<file path="config.mk">
export PLATFORM = sky130hd
export DESIGN_NAME = pcie_inbound_write
export DESIGN_NICKNAME = d
export VERILOG_FILES = /design/src/axi_write_pkg.sv /design/src/pcie_tlp_pkg.sv /design/src/axi_write_issue.sv /design/src/bar_translate.sv /design/src/pcie_inbound_write.sv /design/src/tlp_rx_fsm.sv /design/src/write_tracker.sv
export SDC_FILE = /design/constraint.sdc
export NUM_CORES = 1
export LEC_CHECK = 0
export BUFFER_PORTS_ARGS = -buffer_cell sky130_fd_sc_hd__buf_2
export CAP_MARGIN = 20
export CORE_MARGIN = 5
export CORE_UTILIZATION = 58
export DETAILED_ROUTE_END_ITERATION = 12
export PLACE_DENSITY = 0.86
export SLEW_MARGIN = 5
export SYNTH_ARGS = -nofsm -noshare
export SYNTH_HDL_FRONTEND = slang
export SYNTH_SLANG_ARGS = --single-unit
</file>
<file path="constraint.sdc">
create_clock -name axi_clk -period 8.18 [get_ports axi_clk]
set_input_delay 1.636 -clock axi_clk [delete_from_list [all_inputs] [get_ports axi_clk]]
set_output_delay 1.636 -clock axi_clk [all_outputs]
set_load 0.02 [all_outputs]
</file>
<file path="src/axi_write_pkg.sv">
package axi_write_pkg;

    localparam int AXI_ADDR_W = 32;
    localparam int AXI_LEN_W  = 4;
    localparam int AXI_DATA_W = 32;
    localparam int AXI_STRB_W = AXI_DATA_W / 8;

    // Write response codes
    typedef enum logic [1:0] {
        okay   = 2'b00,
        exokay = 2'b01,
        slverr = 2'b10,
        decerr = 2'b11
    } axi_resp_e;

    // Write address channel payload
    typedef struct packed {
        logic [AXI_ADDR_W-1:0]  addr;
        logic [AXI_LEN_W-1:0]   len;
    } axi_aw_t;

    // Write data channel payload
    typedef struct packed {
        logic [AXI_DATA_W-1:0]  data;
        logic [AXI_STRB_W-1:0]  strb;
        logic                   last;
    } axi_w_t;

endpackage

</file>
<file path="src/pcie_tlp_pkg.sv">
package pcie_tlp_pkg;

    localparam int TLP_DATA_W   = 32;
    localparam int TLP_LEN_W    = 10;
    localparam int BE_W         = 4;
    localparam int NUM_BARS     = 7;

    // Dword address carried in the header, bits [31:2] of the byte address
    localparam int TLP_DWADDR_W = axi_write_pkg::AXI_ADDR_W - 2;

    // Request opcodes after classification
    typedef enum logic [1:0] {
        mem_wr32    = 2'd0,
        mem_wr64    = 2'd1,
        unsupported = 2'd2
    } tlp_kind_e;

    // One dword on the receive stream
    typedef struct packed {
        logic [TLP_DATA_W-1:0]  data;
        logic                   last;
        logic [NUM_BARS-1:0]    bar;
    } tlp_rx_beat_t;

    // Decoded request header
    typedef struct packed {
        tlp_kind_e              kind;
        logic [TLP_LEN_W-1:0]   length;
        logic [BE_W-1:0]        first_be;
        logic [BE_W-1:0]        last_be;
        logic [TLP_DWADDR_W-1:0] addr;
        logic [NUM_BARS-1:0]    bar;
    } tlp_hdr_t;

    // Per BAR translation values, index 6 is the expansion ROM
    typedef logic [NUM_BARS-1:0][axi_write_pkg::AXI_ADDR_W-1:0] bar_table_t;

endpackage

</file>
<file path="src/axi_write_issue.sv">
module axi_write_issue
    import pcie_tlp_pkg::*, axi_write_pkg::*;
(
    input  logic                  axi_clk,
    input  logic                  reset,
    input  axi_aw_t               aw_in,
    input  logic                  aw_start,
    output logic                  aw_done,
    output logic                  aw_valid,
    input  logic                  aw_ready,
    output axi_aw_t               aw,
    input  logic                  data_phase,
    input  logic                  rx_valid,
    input  logic [TLP_DATA_W-1:0] rx_data,
    output logic                  rx_ready_data,
    input  logic [BE_W-1:0]       first_be,
    input  logic [BE_W-1:0]       last_be,
    input  logic                  first_beat,
    input  logic                  last_beat,
    output logic                  w_valid,
    input  logic                  w_ready,
    output axi_w_t                w,
    output logic                  w_fire,
    input  logic                  b_valid,
    input  axi_resp_e             b_resp,
    output logic                  b_ready,
    input  logic                  outstanding_nz,
    output logic                  b_fire,
    output logic                  b_err
);

    always_ff @(posedge axi_clk) begin
        if (aw_start) begin
            aw <= aw_in;
        end
    end

    always_ff @(posedge axi_clk) begin
        if (reset) begin
            aw_valid <= 1'b0;
        end else if (aw_start) begin
            aw_valid <= 1'b1;
        end else if (aw_ready) begin
            aw_valid <= 1'b0;
        end
    end

    assign aw_done = aw_valid && aw_ready;

    // Payload passes straight from the receive stream
    assign w_valid       = data_phase && rx_valid;
    assign rx_ready_data = data_phase && w_ready;
    assign w_fire        = w_valid && w_ready;

    always_comb begin
        w.data = rx_data;
        w.last = last_beat;
        if (first_beat) begin
            w.strb = first_be;
        end else if (last_beat) begin
            w.strb = last_be;
        end else begin
            w.strb = '1;
        end
    end

    assign b_ready = outstanding_nz;
    assign b_fire  = b_valid && b_ready;

    always_ff @(posedge axi_clk) begin
        if (reset) begin
            b_err <= 1'b0;
        end else begin
            b_err <= b_fire && (b_resp != okay);
        end
    end

endmodule

</file>
<file path="src/bar_translate.sv">
module bar_translate
    import pcie_tlp_pkg::*, axi_write_pkg::*;
#(
    parameter bar_table_t BAR_MASK = '1,
    parameter bar_table_t BAR_BASE = '0
) (
    input  logic     axi_clk,
    input  logic     reset,
    input  tlp_hdr_t hdr,
    input  logic     hdr_valid,
    output axi_aw_t  aw
);

    localparam int BAR_IDX_W = $clog2(NUM_BARS);

    logic [BAR_IDX_W-1:0]  bar_sel;
    logic [AXI_ADDR_W-1:0] byte_addr;
    logic [AXI_ADDR_W-1:0] mask;
    logic [AXI_ADDR_W-1:0] xlat_addr;

    // Lowest BAR that was hit wins
    always_comb begin
        bar_sel = '0;
        for (int i = NUM_BARS - 1; i >= 0; i--) begin
            if (hdr.bar[i]) begin
                bar_sel = BAR_IDX_W'(i);
            end
        end
    end

    assign byte_addr = {hdr.addr, 2'b00};
    assign mask      = BAR_MASK[bar_sel];
    assign xlat_addr = (byte_addr & mask) | (BAR_BASE[bar_sel] & ~mask);

    always_ff @(posedge axi_clk) begin
        if (reset) begin
            aw <= '0;
        end else if (hdr_valid) begin
            aw.addr <= xlat_addr;
            aw.len  <= AXI_LEN_W'(hdr.length - 1'b1);
        end
    end

endmodule

</file>
<file path="src/pcie_inbound_write.sv">
module pcie_inbound_write
    import pcie_tlp_pkg::*, axi_write_pkg::*;
#(
    parameter int         MOT      = 4,
    parameter bar_table_t BAR_MASK = '1,
    parameter bar_table_t BAR_BASE = '0
) (
    input  logic         axi_clk,
    input  logic         reset,

    // TLP receive stream
    input  logic         rx_valid,
    output logic         rx_ready,
    input  tlp_rx_beat_t rx_beat,

    // AXI write channels
    output logic         aw_valid,
    input  logic         aw_ready,
    output axi_aw_t      aw,
    output logic         w_valid,
    input  logic         w_ready,
    output axi_w_t       w,
    input  logic         b_valid,
    output logic         b_ready,
    input  axi_resp_e    b_resp,

    // Error report and status
    output logic         err_valid,
    output logic         err_unsupported,
    output logic         busy
);

    tlp_hdr_t hdr;
    logic     hdr_valid;
    axi_aw_t  aw_xlat;
    logic     rx_ready_hdr;
    logic     rx_ready_data;
    logic     aw_start;
    logic     aw_done;
    logic     data_phase;
    logic     first_beat;
    logic     last_beat;
    logic     at_limit;
    logic     w_fire;
    logic     b_fire;
    logic     b_err;
    logic     outstanding_nz;
    logic [$clog2(MOT+1)-1:0] outstanding;

    assign rx_ready = rx_ready_hdr | rx_ready_data;

    tlp_rx_fsm tlp_rx_fsm_inst (
        .axi_clk         ( axi_clk ),
        .reset           ( reset ),
        .rx_valid        ( rx_valid ),
        .rx_beat         ( rx_beat ),
        .rx_ready_hdr    ( rx_ready_hdr ),
        .hdr             ( hdr ),
        .hdr_valid       ( hdr_valid ),
        .aw_start        ( aw_start ),
        .aw_done         ( aw_done ),
        .at_limit        ( at_limit ),
        .data_phase      ( data_phase ),
        .w_fire          ( w_fire ),
        .last_beat       ( last_beat ),
        .b_err           ( b_err ),
        .outstanding_nz  ( outstanding_nz ),
        .err_valid       ( err_valid ),
        .err_unsupported ( err_unsupported ),
        .busy            ( busy )
    );

    bar_translate #(
        .BAR_MASK ( BAR_MASK ),
        .BAR_BASE ( BAR_BASE )
    ) bar_translate_inst (
        .axi_clk   ( axi_clk ),
        .reset     ( reset ),
        .hdr       ( hdr ),
        .hdr_valid ( hdr_valid ),
        .aw        ( aw_xlat )
    );

    write_tracker #(
        .MOT ( MOT )
    ) write_tracker_inst (
        .axi_clk        ( axi_clk ),
        .reset          ( reset ),
        .hdr_valid      ( hdr_valid ),
        .length         ( hdr.length ),
        .w_fire         ( w_fire ),
        .aw_fire        ( aw_done ),
        .b_fire         ( b_fire ),
        .first_beat     ( first_beat ),
        .last_beat      ( last_beat ),
        .at_limit       ( at_limit ),
        .outstanding    ( outstanding ),
        .outstanding_nz ( outstanding_nz )
    );

    axi_write_issue axi_write_issue_inst (
        .axi_clk        ( axi_clk ),
        .reset          ( reset ),
        .aw_in          ( aw_xlat ),
        .aw_start       ( aw_start ),
        .aw_done        ( aw_done ),
        .aw_valid       ( aw_valid ),
        .aw_ready       ( aw_ready ),
        .aw             ( aw ),
        .data_phase     ( data_phase ),
        .rx_valid       ( rx_valid ),
        .rx_data        ( rx_beat.data ),
        .rx_ready_data  ( rx_ready_data ),
        .first_be       ( hdr.first_be ),
        .last_be        ( hdr.last_be ),
        .first_beat     ( first_beat ),
        .last_beat      ( last_beat ),
        .w_valid        ( w_valid ),
        .w_ready        ( w_ready ),
        .w              ( w ),
        .w_fire         ( w_fire ),
        .b_valid        ( b_valid ),
        .b_resp         ( b_resp ),
        .b_ready        ( b_ready ),
        .outstanding_nz ( outstanding_nz ),
        .b_fire         ( b_fire ),
        .b_err          ( b_err )
    );

endmodule

</file>
<file path="src/tlp_rx_fsm.sv">
module tlp_rx_fsm
    import pcie_tlp_pkg::*, axi_write_pkg::*;
(
    input  logic         axi_clk,
    input  logic         reset,
    input  logic         rx_valid,
    input  tlp_rx_beat_t rx_beat,
    output logic         rx_ready_hdr,
    output tlp_hdr_t     hdr,
    output logic         hdr_valid,
    output logic         aw_start,
    input  logic         aw_done,
    input  logic         at_limit,
    output logic         data_phase,
    input  logic         w_fire,
    input  logic         last_beat,
    input  logic         b_err,
    input  logic         outstanding_nz,
    output logic         err_valid,
    output logic         err_unsupported,
    output logic         busy
);

    localparam int MAX_LEN = 2 ** AXI_LEN_W;
    localparam int ERR_W   = 4;

    typedef enum logic [2:0] {
        hdr0, hdr1, hdr2, hdr3, translate, issue_aw, data, drain
    } state_e;

    state_e               state;
    logic                 rx_fire;
    logic                 aw_started;
    logic                 unsup_q;
    logic [ERR_W-1:0]     err_pend;
    logic [1:0]           fmt;
    logic [4:0]           tlp_type;
    logic [TLP_LEN_W-1:0] len;
    tlp_kind_e            kind_dec;

    assign rx_ready_hdr = state inside {hdr0, hdr1, hdr2, hdr3, drain};
    assign rx_fire      = rx_valid && rx_ready_hdr;
    assign aw_start     = (state == issue_aw) && !aw_started && !at_limit;
    assign data_phase   = (state == data);
    assign busy         = (state != hdr0) || outstanding_nz;

    // Classify from the first header dword
    always_comb begin
        fmt      = rx_beat.data[30:29];
        tlp_type = rx_beat.data[28:24];
        len      = rx_beat.data[TLP_LEN_W-1:0];
        if (fmt[1] && tlp_type == 5'd0 && len != '0 && len <= TLP_LEN_W'(MAX_LEN)) begin
            kind_dec = fmt[0] ? mem_wr64 : mem_wr32;
        end else begin
            kind_dec = unsupported;
        end
    end

    // Header fields
    always_ff @(posedge axi_clk) begin
        if (rx_fire) begin
            case (state)
                hdr0: begin
                    hdr.kind   <= kind_dec;
                    hdr.length <= len;
                    hdr.bar    <= rx_beat.bar;
                end
                hdr1: begin
                    hdr.last_be  <= rx_beat.data[7:4];
                    hdr.first_be <= rx_beat.data[3:0];
                end
                // For 4DW the upper dword lands here and is overwritten in hdr3
                hdr2, hdr3: hdr.addr <= rx_beat.data[31:2];
                default: ;
            endcase
        end
    end

    always_ff @(posedge axi_clk) begin
        if (reset) begin
            state      <= hdr0;
            hdr_valid  <= 1'b0;
            aw_started <= 1'b0;
            unsup_q    <= 1'b0;
        end else begin
            hdr_valid <= 1'b0;
            unsup_q   <= 1'b0;
            case (state)
                hdr0, hdr1, hdr2, hdr3: begin
                    if (rx_fire) begin
                        if (rx_beat.last) begin
                            // TLP ended inside the header
                            unsup_q <= 1'b1;
                            state   <= hdr0;
                        end else if (state == hdr0) begin
                            state <= hdr1;
                        end else if (state == hdr1) begin
                            state <= hdr2;
                        end else if (state == hdr2 &&
                                     (hdr.kind == unsupported || hdr.bar == '0)) begin
                            state <= drain;
                        end else if (state == hdr2 && hdr.kind == mem_wr64) begin
                            state <= hdr3;
                        end else begin
                            hdr_valid <= 1'b1;
                            state     <= translate;
                        end
                    end
                end
                translate: state <= issue_aw;
                issue_aw: begin
                    if (aw_start) begin
                        aw_started <= 1'b1;
                    end
                    if (aw_done) begin
                        aw_started <= 1'b0;
                        state      <= data;
                    end
                end
                data: begin
                    if (w_fire && last_beat) begin
                        state <= hdr0;
                    end
                end
                drain: begin
                    if (rx_fire && rx_beat.last) begin
                        unsup_q <= 1'b1;
                        state   <= hdr0;
                    end
                end
                default: state <= hdr0;
            endcase
        end
    end

    // AXI errors that collide with an unsupported report wait their turn
    always_ff @(posedge axi_clk) begin
        if (reset) begin
            err_pend <= '0;
        end else begin
            err_pend <= err_pend
                      + ERR_W'(b_err && (unsup_q || err_pend != '0))
                      - ERR_W'(!unsup_q && err_pend != '0);
        end
    end

    assign err_valid       = unsup_q || err_pend != '0 || b_err;
    assign err_unsupported = unsup_q;

endmodule

</file>
<file path="src/write_tracker.sv">
module write_tracker
    import pcie_tlp_pkg::*, axi_write_pkg::*;
#(
    parameter int MOT = 4
) (
    input  logic                     axi_clk,
    input  logic                     reset,
    input  logic                     hdr_valid,
    input  logic [TLP_LEN_W-1:0]     length,
    input  logic                     w_fire,
    input  logic                     aw_fire,
    input  logic                     b_fire,
    output logic                     first_beat,
    output logic                     last_beat,
    output logic                     at_limit,
    output logic [$clog2(MOT+1)-1:0] outstanding,
    output logic                     outstanding_nz
);

    localparam int CNT_W = $clog2(MOT + 1);

    // Holds 1 to 16 dwords
    logic [AXI_LEN_W:0] remaining;

    always_ff @(posedge axi_clk) begin
        if (reset) begin
            remaining  <= '0;
            first_beat <= 1'b0;
        end else if (hdr_valid) begin
            remaining  <= length[AXI_LEN_W:0];
            first_beat <= 1'b1;
        end else if (w_fire) begin
            remaining  <= remaining - 1'b1;
            first_beat <= 1'b0;
        end
    end

    assign last_beat = (remaining == (AXI_LEN_W+1)'(1));

    // Writes between AW handshake and B acceptance
    always_ff @(posedge axi_clk) begin
        if (reset) begin
            outstanding <= '0;
        end else begin
            case ({aw_fire, b_fire})
                2'b10:   outstanding <= outstanding + 1'b1;
                2'b01:   outstanding <= outstanding - 1'b1;
                default: outstanding <= outstanding;
            endcase
        end
    end

    assign at_limit       = (outstanding == CNT_W'(MOT));
    assign outstanding_nz = (outstanding != '0);

endmodule

</file>
# Yosys cells after proc, flatten, opt, wreduce, memory -nomap -nowiden
# Memories as Yosys holds them, arrays and structs flattened.
# Index checks and enable logic that the tools add are counted.
[totals] regBits=145 mem_bits_ro=512 in_bits=48 out_inout_bits=80 mem_count=2
[memory_table] memory="(no name shown)" depth=8 width=32 rd=1 rd_clocked_by_memory_dff=0 wr=0 line="bar_translate.sv:32" source="assign mask = BAR_MASK[bar_sel];"
[memory_table] memory="(no name shown)" depth=8 width=32 rd=1 rd_clocked_by_memory_dff=0 wr=0 line="bar_translate.sv:33" source="assign xlat_addr = (byte_addr & mask) | (BAR_BASE[bar_sel] & ~mask);"
[op_classes] addsub=6 order_cmp=2 n_eq_ne=17 muxes=36 bitwise=7 reduce_logical=46
[op_table] cell="$and A32 B32 Y32" count=2
[op_table] cell="$mux W32" count=2
[op_table] cell="$mux W3" count=16
[op_table] cell="$not A32 Y32" count=1
[op_table] cell="$or A32 B32 Y32" count=1
[op_table] cell="$logic_and A1 B1 Y1" count=18
[op_table] cell="$eq A3 B3 Y1 const B" count=5
[op_table] cell="$pmux W3 S5" count=1
[op_table] cell="$mux W1" count=11
[op_table] cell="$le A10 B5 Y1 const B" count=1
[op_table] cell="$mux W5" count=2
[op_table] cell="$reduce_bool A10 Y1" count=1
[op_table] cell="$reduce_bool A2 Y1" count=5
[op_table] cell="$mux W4" count=2
[op_table] cell="$reduce_and A2 Y1" count=4
[op_table] cell="$logic_not A7 Y1" count=1
[op_table] cell="$reduce_or A7 Y1" count=1
[op_table] cell="$eq A3 B2 Y1 const B" count=2
[op_table] cell="$pmux W3 S2" count=1
[op_table] cell="$reduce_bool A3 Y1" count=2
[op_table] cell="$eq A5 B1 Y1 const B" count=1
[op_table] cell="$logic_not A5 Y1" count=1
[op_table] cell="$reduce_bool A5 Y1" count=1
[op_table] cell="$sub A5 B1 Y5 const B" count=1
[op_table] cell="other kinds (21)" count=31

# Depth between registers and ports, before layout
# Gate-level depths: netlist of run 1.
[logic_depth] depth_word=12 mapped_depth=10

# Cells and area by module
# From an unflattened synthesis of run 1, not the netlist that was laid out.
[hier_totals] cells_unflattened=416 area_unflattened_um2=5723.0
[by_module_without_submodules] module="tlp_rx_fsm" instances=1 cells_each=150 area_per_inst_um2=2486.1 seq_area_each_um2=1911.8
[by_module_without_submodules] module="axi_write_issue" instances=1 cells_each=92 area_per_inst_um2=1496.4 seq_area_each_um2=1121.1
[by_module_without_submodules] module="bar_translate" instances=1 cells_each=119 area_per_inst_um2=1242.4 seq_area_each_um2=680.7
[by_module_without_submodules] module="write_tracker" instances=1 cells_each=54 area_per_inst_um2=491.7 seq_area_each_um2=180.2
[by_module_without_submodules] module="pcie_inbound_write" instances=1 cells_each=1 area_per_inst_um2=6.3 seq_area_each_um2=0.0

# Worst setup path after synthesis of run 1
# No wires, ideal clock.
[synth_timing] kind="input to output" startpoint="input rx_valid" endpoint="output w_valid" arrival_ns=2.157 setup_slack_ns=4.387 stages=3 path_cell_list="buf_2 -> and4b_1 -> buf_2"
[synth_between] elab_chain_len=1
[synth_lines] item="from (decl)" line="pcie_inbound_write.sv:12" source="input logic rx_valid,"
[synth_lines] item="$logic_and A1 B1 Y1" line="axi_write_issue.sv:51" source="assign w_valid = data_phase && rx_valid;"
[synth_lines] item="to (decl)" line="pcie_inbound_write.sv:20" source="output logic w_valid,"
# Every way passes these cells.

# Worst setup path after layout of run 1
# Same ends and word-level chain as after synthesis.

==> run summary, run 1 <==
The dominant synthesized flop cell is edfxtp_1. STA puts the critical path data arrival time at 2.39 ns. The area added between synthesis and finish is 18.84%.

The initialized floorplan defines 35 standard-cell rows. Of the available clock period, the critical path in the final layout requires 49.23%. The combinational fraction of design power is 8.4%, and the worst stage delay on the critical path is 0.37 ns. The maximum number of pins on one net before global-route repair is 56, and the reported net switching power is 400.8 uW. The critical path goes through buf_2 > and4b_1 > buf_2. The number of antenna violations at the first check in global routing is 0, and the final RePlAce weighted congestion is 0.8375. The clock sink count is 141.

Count of filler cells inserted in the layout: 674. The run gives 575 as the net count of the finished layout. For this run, the total global-route usage over all layers was measured as 18.78%. The setup TNS is 0 ns. The run gives 3,504 as the number of global-route vias before repair. The routed layout has 3,371 vias.

The worst hold path terminates at axi_write_issue_inst.aw[7]$_DFFE_PP_. The slowest stage cell on the critical path is and4b_1. The number of buffers and inverters on the critical path is 2. The number of buffers added on ports was 125. The root buffer cell chosen for the clock tree is clkbuf_8. The total chip power is 1.642 mW, and the per-cell via count in the routed design is 5.123.

The clock reaches the later pin of the worst-skew pair after 0.51 ns. Setup violations remaining at the end of the flow were counted as 0. The maximum fanout encountered on the critical timing path was 10; the global-route wire length before repair was 16.84 mm. The clock passes through at most 2 buffers.

Sequential cells were found to cover 66.44% of the synthesized design area. Counting stages on the worst path, the most repeated cell is buf_2. The chip height is 107.8 microns. The internal power was 1.241 mW; the count of endpoints failing hold in the final timing report was 0.

The sequential cells in the finished layout cover a total of 0.003685 sq mm. In this run the worst hold path is classified as register to register. The run gives 0 as the DRC violation count after routing.

Synthesis inferred 141 register bits. On the final layout, the worst clock skew is 0.01107 ns. The Yosys step of the flow raised 0 warnings.

The number of stages on the worst hold path was 0; the leakage power total was 2.496 nW. The synthesized design contains 86 enable-type register cells. Nature of the critical path startpoint: an input pin.

TritonCTS built the clock tree. The run gives 6.02 ns as the worst setup slack for register-to-register paths. The mean instance size in the synthesized netlist came out at 13.14 sq um. In this run the most critical hold path is launched from bar_translate_inst.aw[7]$_SDFFE_PP0P_.

The first detailed-routing pass took 4 iterations. The region available for standard cell placement spans 0.009284 sq mm. Broken down by cell family, the worst path's largest delay share belongs to buffers and inverters. The critical path in this run is classified as input pin to output port. In this run, the number of DRC markers left after iteration 0 of detailed routing was 152. The tool flagged a number of max-cap violations equal to 0. In this run the number of cells on the critical path is 3. Fraction of layout instances using a drive strength above 1: 31.95%. The number of buffers inserted for hold repair after clock tree synthesis is 0. Data on the critical path is required at its endpoint by 6.54 ns. The tools report the source of the worst register-to-register timing path as tlp_rx_fsm_inst.state[2]$_SDFFE_PP0P_. The tools report the count of pins on the block boundary as 128. After detailed routing, the total wire length is 10.36 mm. The fraction of power spent switching nets was 24.42%; the proportion of power drawn by the clock network was 44.2%.

Synthesis handed over a netlist of 422 instances. The worst path needs 4.027 ns of the cycle, external delays included. Post-layout utilization of the core: 70.97%.

Before CTS, the worst setup slack after placement is 4.172 ns. The endpoint identified for the worst register-to-register timing path is axi_write_issue_inst.aw[6]$_DFFE_PP_. The mean routed wirelength per cell is 15.74 microns. For this run, asynchronously set or reset flops after synthesis account for 0%.

Once detailed placement completed, the half-perimeter wirelength came to 6.914 mm. The worst register-to-register path has a depth of 4. From left edge to right edge, the die measures 107.8 microns. After layout, the worst setup slack is 4.153 ns. The H-tree was split into 4 levels.

The run finished with clean final reports. The area taken by multi-input logic gates came out at 0.001410 sq mm. After synthesis, the largest area contributor takes up 46.58% of total cell area. The die covers 0.01161 sq mm.

Setup repair after global routing left no endpoint under its margin. Of the total power, registers draw 47.4%. At the pin with the least slew margin, the transition time is 0.9260 ns. The remaining global-route overflow is 0.

After clock tree synthesis, the setup repair step added 0 buffers. The post-route antenna net violation count is 0. IR analysis of the VDD net gives a maximum drop of 200.5 uV. The netlist uses 52 different library cells.

The most area-hungry cell type in the Yosys netlist was edfxtp_1. Counting the buffers created by CTS gives 17. For this configuration, the core starts out at a cell density of 59.72%. Measured against its own limit, the worst slew margin works out to 38.12%. Yosys attributes the largest share of cell area to edfxtp_1 (47%), dfxtp_1 (20%), mux2i_1 (5.4%).

The tools report the achievable frequency as 0.2483 GHz. The repair_antennas step left the layout with diodes totalling 0. On the final layout, the worst hold slack is 0.4257 ns. After clock tree synthesis, the clock-pin slew on the worst setup and hold paths is 0.07 ns.

In this run the power density over the cells is 249.1 mW/mm^2. The worst setup path is captured at an output port. For the final count of pins violating max slew, the log shows 0.

Gates resized during post-CTS repair numbered 0. For the post-synth design cell area, the log shows 0.005544 sq mm.
kinds of logic after synthesis:
kind of cell    share of synthesized area, %
compound gates                         5.665
xor+xnor                               1.896
fa+ha+maj                              2.753
buf+inv                                8.463
flops                                  66.44
mux                                    5.416
other cells                          0.06764
simple gates                           9.298
power groups by stage:
stage | Combinational, mW | Clock (mW) | Sequential [mW]
4_1_cts | 0.140 | 0.740 | 0.777
3_3_place_gp | 0.129 | 0 | 0.792
2_1_floorplan | 0.108 | 0 | 0.790
3_5_place_dp | 0.139 | 0 | 0.793
5_1_grt | 0.158 | 0.775 | 0.780
6_report | 0.139 | 0.725 | 0.778
registers in the layout, summed over array words and instances (netlist names):
signal	count
tlp_rx_fsm_inst.err_pend	4
tlp_rx_fsm_inst.err_unsupported	1
axi_write_issue_inst.b_err	1
tlp_rx_fsm_inst.state	3
tlp_rx_fsm_inst.aw_started	1
axi_write_issue_inst.aw_valid	1
tlp_rx_fsm_inst.hdr	52
write_tracker_inst.remaining	5
tlp_rx_fsm_inst.hdr_valid	1
axi_write_issue_inst.aw	34
write_tracker_inst.first_beat	1
bar_translate_inst.aw	34
write_tracker_inst.outstanding	3
final cells by class:
type	count	share of cell area, %
clock buffer	17	6.286
clock inverter	15	2.317
inverter	26	1.481
multi-input combinational	202	21.40
sequential	141	55.92
tap	129	2.450
timing repair buffer	128	10.14
worst register-to-register path, cell delays in order, from the launching register on:
cell	delay (ns)
dfxtp_1	0.63
nand3b_1	0.17
a31oi_1	0.24
nor2b_4	0.57
buf_16	0.24
how the worst max path moves through the flow:
stage                        start       to  slack (ns)
after floorplan           rx_valid  w_valid        4.39
after global placement    rx_valid  w_valid        4.20
after detailed placement  rx_valid  w_valid        4.17
after CTS                 rx_valid  w_valid        4.17
after global routing      rx_valid  w_valid        4.10
final                     rx_valid  w_valid        4.15
per-layer routing:
metal	vias to the layer above	global-route usage (%)	share of wire, %
li1	1654	-	-
met1	1593	23.23	42
met2	107	30.68	50
met3	17	5.039	5.6
met4	0	8.747	2.4
met5	-	0	0
cell usage in the layout, fill, tap and decap left out, types with 2 or more instances in the layout:
master,count
buf_2,125
edfxtp_1,86
dfxtp_1,54
nor2_1,52
mux2i_1,30
inv_1,26
a21oi_1,16
clkbuf_16,16
nor3_1,9
ha_1,9
a211oi_1,8
xor2_1,7
nand2_1,5
o21ai_0,5
xnor2_1,5
inv_6,5
nor2b_1,4
nand3_1,4
inv_8,4
nand3b_1,3
or3_1,3
a31oi_1,2
nor4b_1,2
and3_1,2
nand2b_1,2
a21o_1,2
nor4_1,2
nand4_1,2
fa_1,2
conb_1,2
clkinv_4,2
buf_4,2
cell usage after synthesis (all sizes together), types with 2 or more instances:
| cell | instances |
|---|---|
| buf | 47 |
| nand2b | 2 |
| dfxtp | 55 |
| a21o | 2 |
| nor4 | 3 |
| nor4b | 2 |
| fa | 2 |
| nand3b | 3 |
| a31oi | 2 |
| mux2i | 30 |
| ha | 9 |
| nor2b | 5 |
| edfxtp | 86 |
| a21oi | 16 |
| o21ai | 6 |
| nor3 | 10 |
| and3 | 2 |
| xor2 | 7 |
| nor2 | 53 |
| xnor2 | 5 |
| or3 | 3 |
| clkbuf | 7 |
| nand2 | 5 |
| nand4 | 2 |
| nand3 | 4 |
| a211oi | 8 |
| inv | 26 |
| o32ai | 2 |
per-stage QoR:
| stage | area, sq um | cells |
|---|---|---|
| CTS | 6561 | 657 |
| global route | 6589 | 658 |
| floorplan | 5548 | 423 |
| global placement | 5995 | 625 |
| finish | 6589 | 658 |
| detailed placement | 5995 | 625 |
No activity file was read; power rests on OpenSTA's default activity.
==> run 2: changes to the inputs <==
--- a/config.mk
+++ b/config.mk
@@ -8,9 +8,9 @@
 export BUFFER_PORTS_ARGS = -buffer_cell sky130_fd_sc_hd__buf_2
 export CAP_MARGIN = 20
 export CORE_MARGIN = 5
-export CORE_UTILIZATION = 58
+export CORE_UTILIZATION = 48
 export DETAILED_ROUTE_END_ITERATION = 12
-export PLACE_DENSITY = 0.86
+export PLACE_DENSITY = 0.76
 export SLEW_MARGIN = 5
 export SYNTH_ARGS = -nofsm -noshare
 export SYNTH_HDL_FRONTEND = slang
==> constraint.sdc (replaced) <==
create_clock -name axi_clk -period 3.3 [get_ports axi_clk]
set_input_delay 0.66 -clock axi_clk [delete_from_list [all_inputs] [get_ports axi_clk]]
set_output_delay 0.66 -clock axi_clk [all_outputs]
set_load 0.02 [all_outputs]
==> run 2 against run 1 <==
Effect of this change: worst setup slack worse by 3.6 ns; register-to-register slack worse by 4.9 ns; routed wire length is 2.8% higher; first-iteration DRC count up 78%; power grew to 2.6 times the previous value; non-clock buffer count did not move; via count grew 0.30%; clock power grew to 2.8 times the previous value; critical endpoint is now w[4]; largest power group is now the clock network.
==> run summary, run 2 (same netlist as run 1, synthesis figures left out) <==
The clock latency at the later pin of the worst-skew pair was 0.40 ns (-0.11 ns). Setup repair after global routing left no endpoint under its margin. The die outline area came out at 0.01380 sq mm (+19%). The worst slew slack as a fraction of its limit was 38.48% (+0.36 points).

The uppermost signal routing layer after detailed routing was met4. The final design instance area without fill is 0.006664 sq mm (+1.1%). The DRC violation count after routing was 0 (unchanged); the mean routed wirelength per cell was 15.84 microns (+0.68%). Count of filler cells inserted in the layout: 921 (+37%). The quantity of gates resized following cts came out at 0 (unchanged).

For the total number of placement rows, the log shows 39 (+11%). The logs give 141 (unchanged) for the clock sink count and 2.06 ns (-0.33 ns) for the arrival time of the worst setup path. The logs give 0.001410 sq mm (unchanged) for the area taken by multi-input logic gates and 0 (unchanged) for the post-route antenna net violation count. The maximum fanout encountered on the critical timing path came out at 8 (-2). The final RePlAce weighted congestion was 0.7938 (-5.2%). The count of endpoints failing hold in the final timing report was 0 (unchanged); the per-cell via count in the routed design was 5.031 (-1.8%). The logs give 0 (unchanged) for the number of buffers added for setup after CTS and 575 (unchanged) for the net count of the finished layout. The run gives 128 (unchanged) as the count of pins on the block boundary. The total CTS buffers was 17 (unchanged).

The logs give 2.513 nW (+0.69%) for the leakage power total and 4 (unchanged) for the number of levels in the clock H-tree. The tools report the half-perimeter wire length after placement as 7.324 mm (+5.9%). The worst ir drop on vdd is 458.3 uV (+130%). The area taken by flip-flops and latches is 0.003685 sq mm (unchanged).

The largest registers in the layout are tlp_rx_fsm_inst.hdr: 52 flops, axi_write_issue_inst.aw: 34 flops, bar_translate_inst.aw: 34 flops. Most common cell after layout, fill and taps aside: buf_2. Remaining global-route overflow: 0 (unchanged).

In this run the clock root is driven by a clkbuf_16. The number of antenna violations at the first check in global routing is 0 (unchanged). The min-delay analysis places its worst path in the category register to register.

The iteration-0 DRC count of the detailed router was 270 (+78%). For the length of routed wiring on met1, the log shows 4.404 mm (+1.4%). For the global-route wire length before repair, the log shows 17.37 mm (+3.1%). The number of max-cap violations was 0 (unchanged); the area added between synthesis and finish was 20.20%. The flip-flop count of the largest register after layout works out to 52 (unchanged). The fraction of layout instances using a drive strength above 1 was 31.38% (-0.57 points); the core area was 0.01137 sq mm (+22%). The wire length on met3 was 596 microns (+2.6%). Largest register by flop count: tlp_rx_fsm_inst.hdr. STA classifies the critical path endpoint as an output port. The clock period could shrink to 2.724 ns. The die boundary width is 117.5 microns (+9.0%). In the layout the commonest cells are buf_2 (125), edfxtp_1 (86), dfxtp_1 (54).

The detailed-routed wire length on met2 was 5.453 mm (+5.4%); the power density over the cells was 646.1 mW/mm^2 (+160%). The run gives 56 (unchanged) as the maximum number of pins on one net before global-route repair. The data required time of the worst path was 2.64 ns (-3.90 ns). Achievable frequency: 0.3671 GHz.

The total routed wirelength was 10.65 mm (+2.8%); the number of buffers between clock root and the deepest sink was 2 (unchanged). Setup TNS: 0 ns (unchanged). The tools report the initial standard-cell utilization of the core as 48.76% (-11 points).

Number of global-route vias before repair: 3,476 (-0.80%). The first-pass iteration count of the detailed router came out at 4 (unchanged). The tools report the number of antenna cells inserted as 0 (unchanged). The setup skew after layout is 0.009268 ns (-0.001798 ns).

The tools report the nature of the critical path startpoint as a register. The final-report setup violation count was 0 (unchanged); the clock-pin transition on the worst setup and hold timing paths was 0.06 ns (about the same). The chip height is 117.5 microns (+9.0%). The number of buffers added on ports came out at 125 (unchanged). Start-to-end type of the worst setup path: register to output port.

The via total after detailed routing was 3,381 (+0.30%). TritonCTS built the clock tree. The flow ran to the end, and the final reports show no timing, DRC or antenna violations. The tools report the global routing usage summed across all routing layers as 15.78% (-3.0 points). The final count of pins violating max slew was 0 (unchanged).

In the finished design, the share of the clock period the worst path needs comes to 82.55%. Actual transition at the worst max-transition pin: 0.9206 ns (-0.005408 ns). The number of buffers inserted for hold repair after clock tree synthesis came out at 0 (unchanged). The tools report the cell area reported after detailed placement as 0.006012 sq mm (+0.29%).
==> run 2: cell type report <==
| type | instances | area share [%] |
|---|---|---|
| clock buffer | 21 | 6.609 |
| tap | 143 | 2.685 |
| inverter | 26 | 1.465 |
| timing repair buffer | 128 | 9.914 |
| clock inverter | 11 | 2.873 |
| multi-input combinational | 202 | 21.16 |
| sequential | 141 | 55.29 |
==> run 2: report_power, final <==
part | total, mW | internal (mW) | leakage [nW] | switching [mW]
Combinational | 0.348 | 0.147 | 0.980 | 0.200
Clock | 2.03 | 1.34 | 0.298 | 0.689
Sequential | 1.93 | 1.90 | 1.23 | 0.0252
==> run 2: worst max-delay path, cell delays in order (launching register included) <==
cell and delay [ns]:
dfxtp_1 0.33, inv_1 0.08, ha_1 0.14, or4b_1 0.66, nor3_1 0.22, a21oi_1 0.06
buf_2 0.18
==> run 2: layer usage <==
metal	global-route usage [%]	up-vias
li1	-	1644
met1	19.04	1628
met2	26.24	96
met3	4.805	13
met4	6.667	0
met5	0	-
==> run 2: metrics by stage <==
stage          worst slack, ns  std cells  util (%)  total power, mW  hold WS [ns]
2_1_floorplan           0.5083        423         -            2.224        0.4076
3_3_place_gp             1.046        639     52.88            2.284        0.4115
5_1_grt                 0.4480        672     58.61            4.482        0.4136
6_report                0.5760        672     58.61            4.306        0.4277
3_5_place_dp             1.011        639     52.88            2.312        0.4140
4_1_cts                 0.5517        671     58.44            4.342        0.4142
==> run 2: path summary, 6_finish.rpt <==
kind / slack (ns) / end / cells after the start / startpoint
hold / removal: 0.43 / axi_write_issue_inst.aw[23]$_DFFE_PP_ / 0 / bar_translate_inst.aw[23]$_SDFFE_PP0P_
hold reg to reg: 0.43 / axi_write_issue_inst.aw[23]$_DFFE_PP_ / 0 / bar_translate_inst.aw[23]$_SDFFE_PP0P_
setup reg to reg: 1.14 / axi_write_issue_inst.aw[9]$_DFFE_PP_ / 4 / tlp_rx_fsm_inst.state[2]$_SDFFE_PP0P_
setup / recovery: 0.58 / w[4] / 6 / write_tracker_inst.remaining[1]$_SDFFE_PP0P_
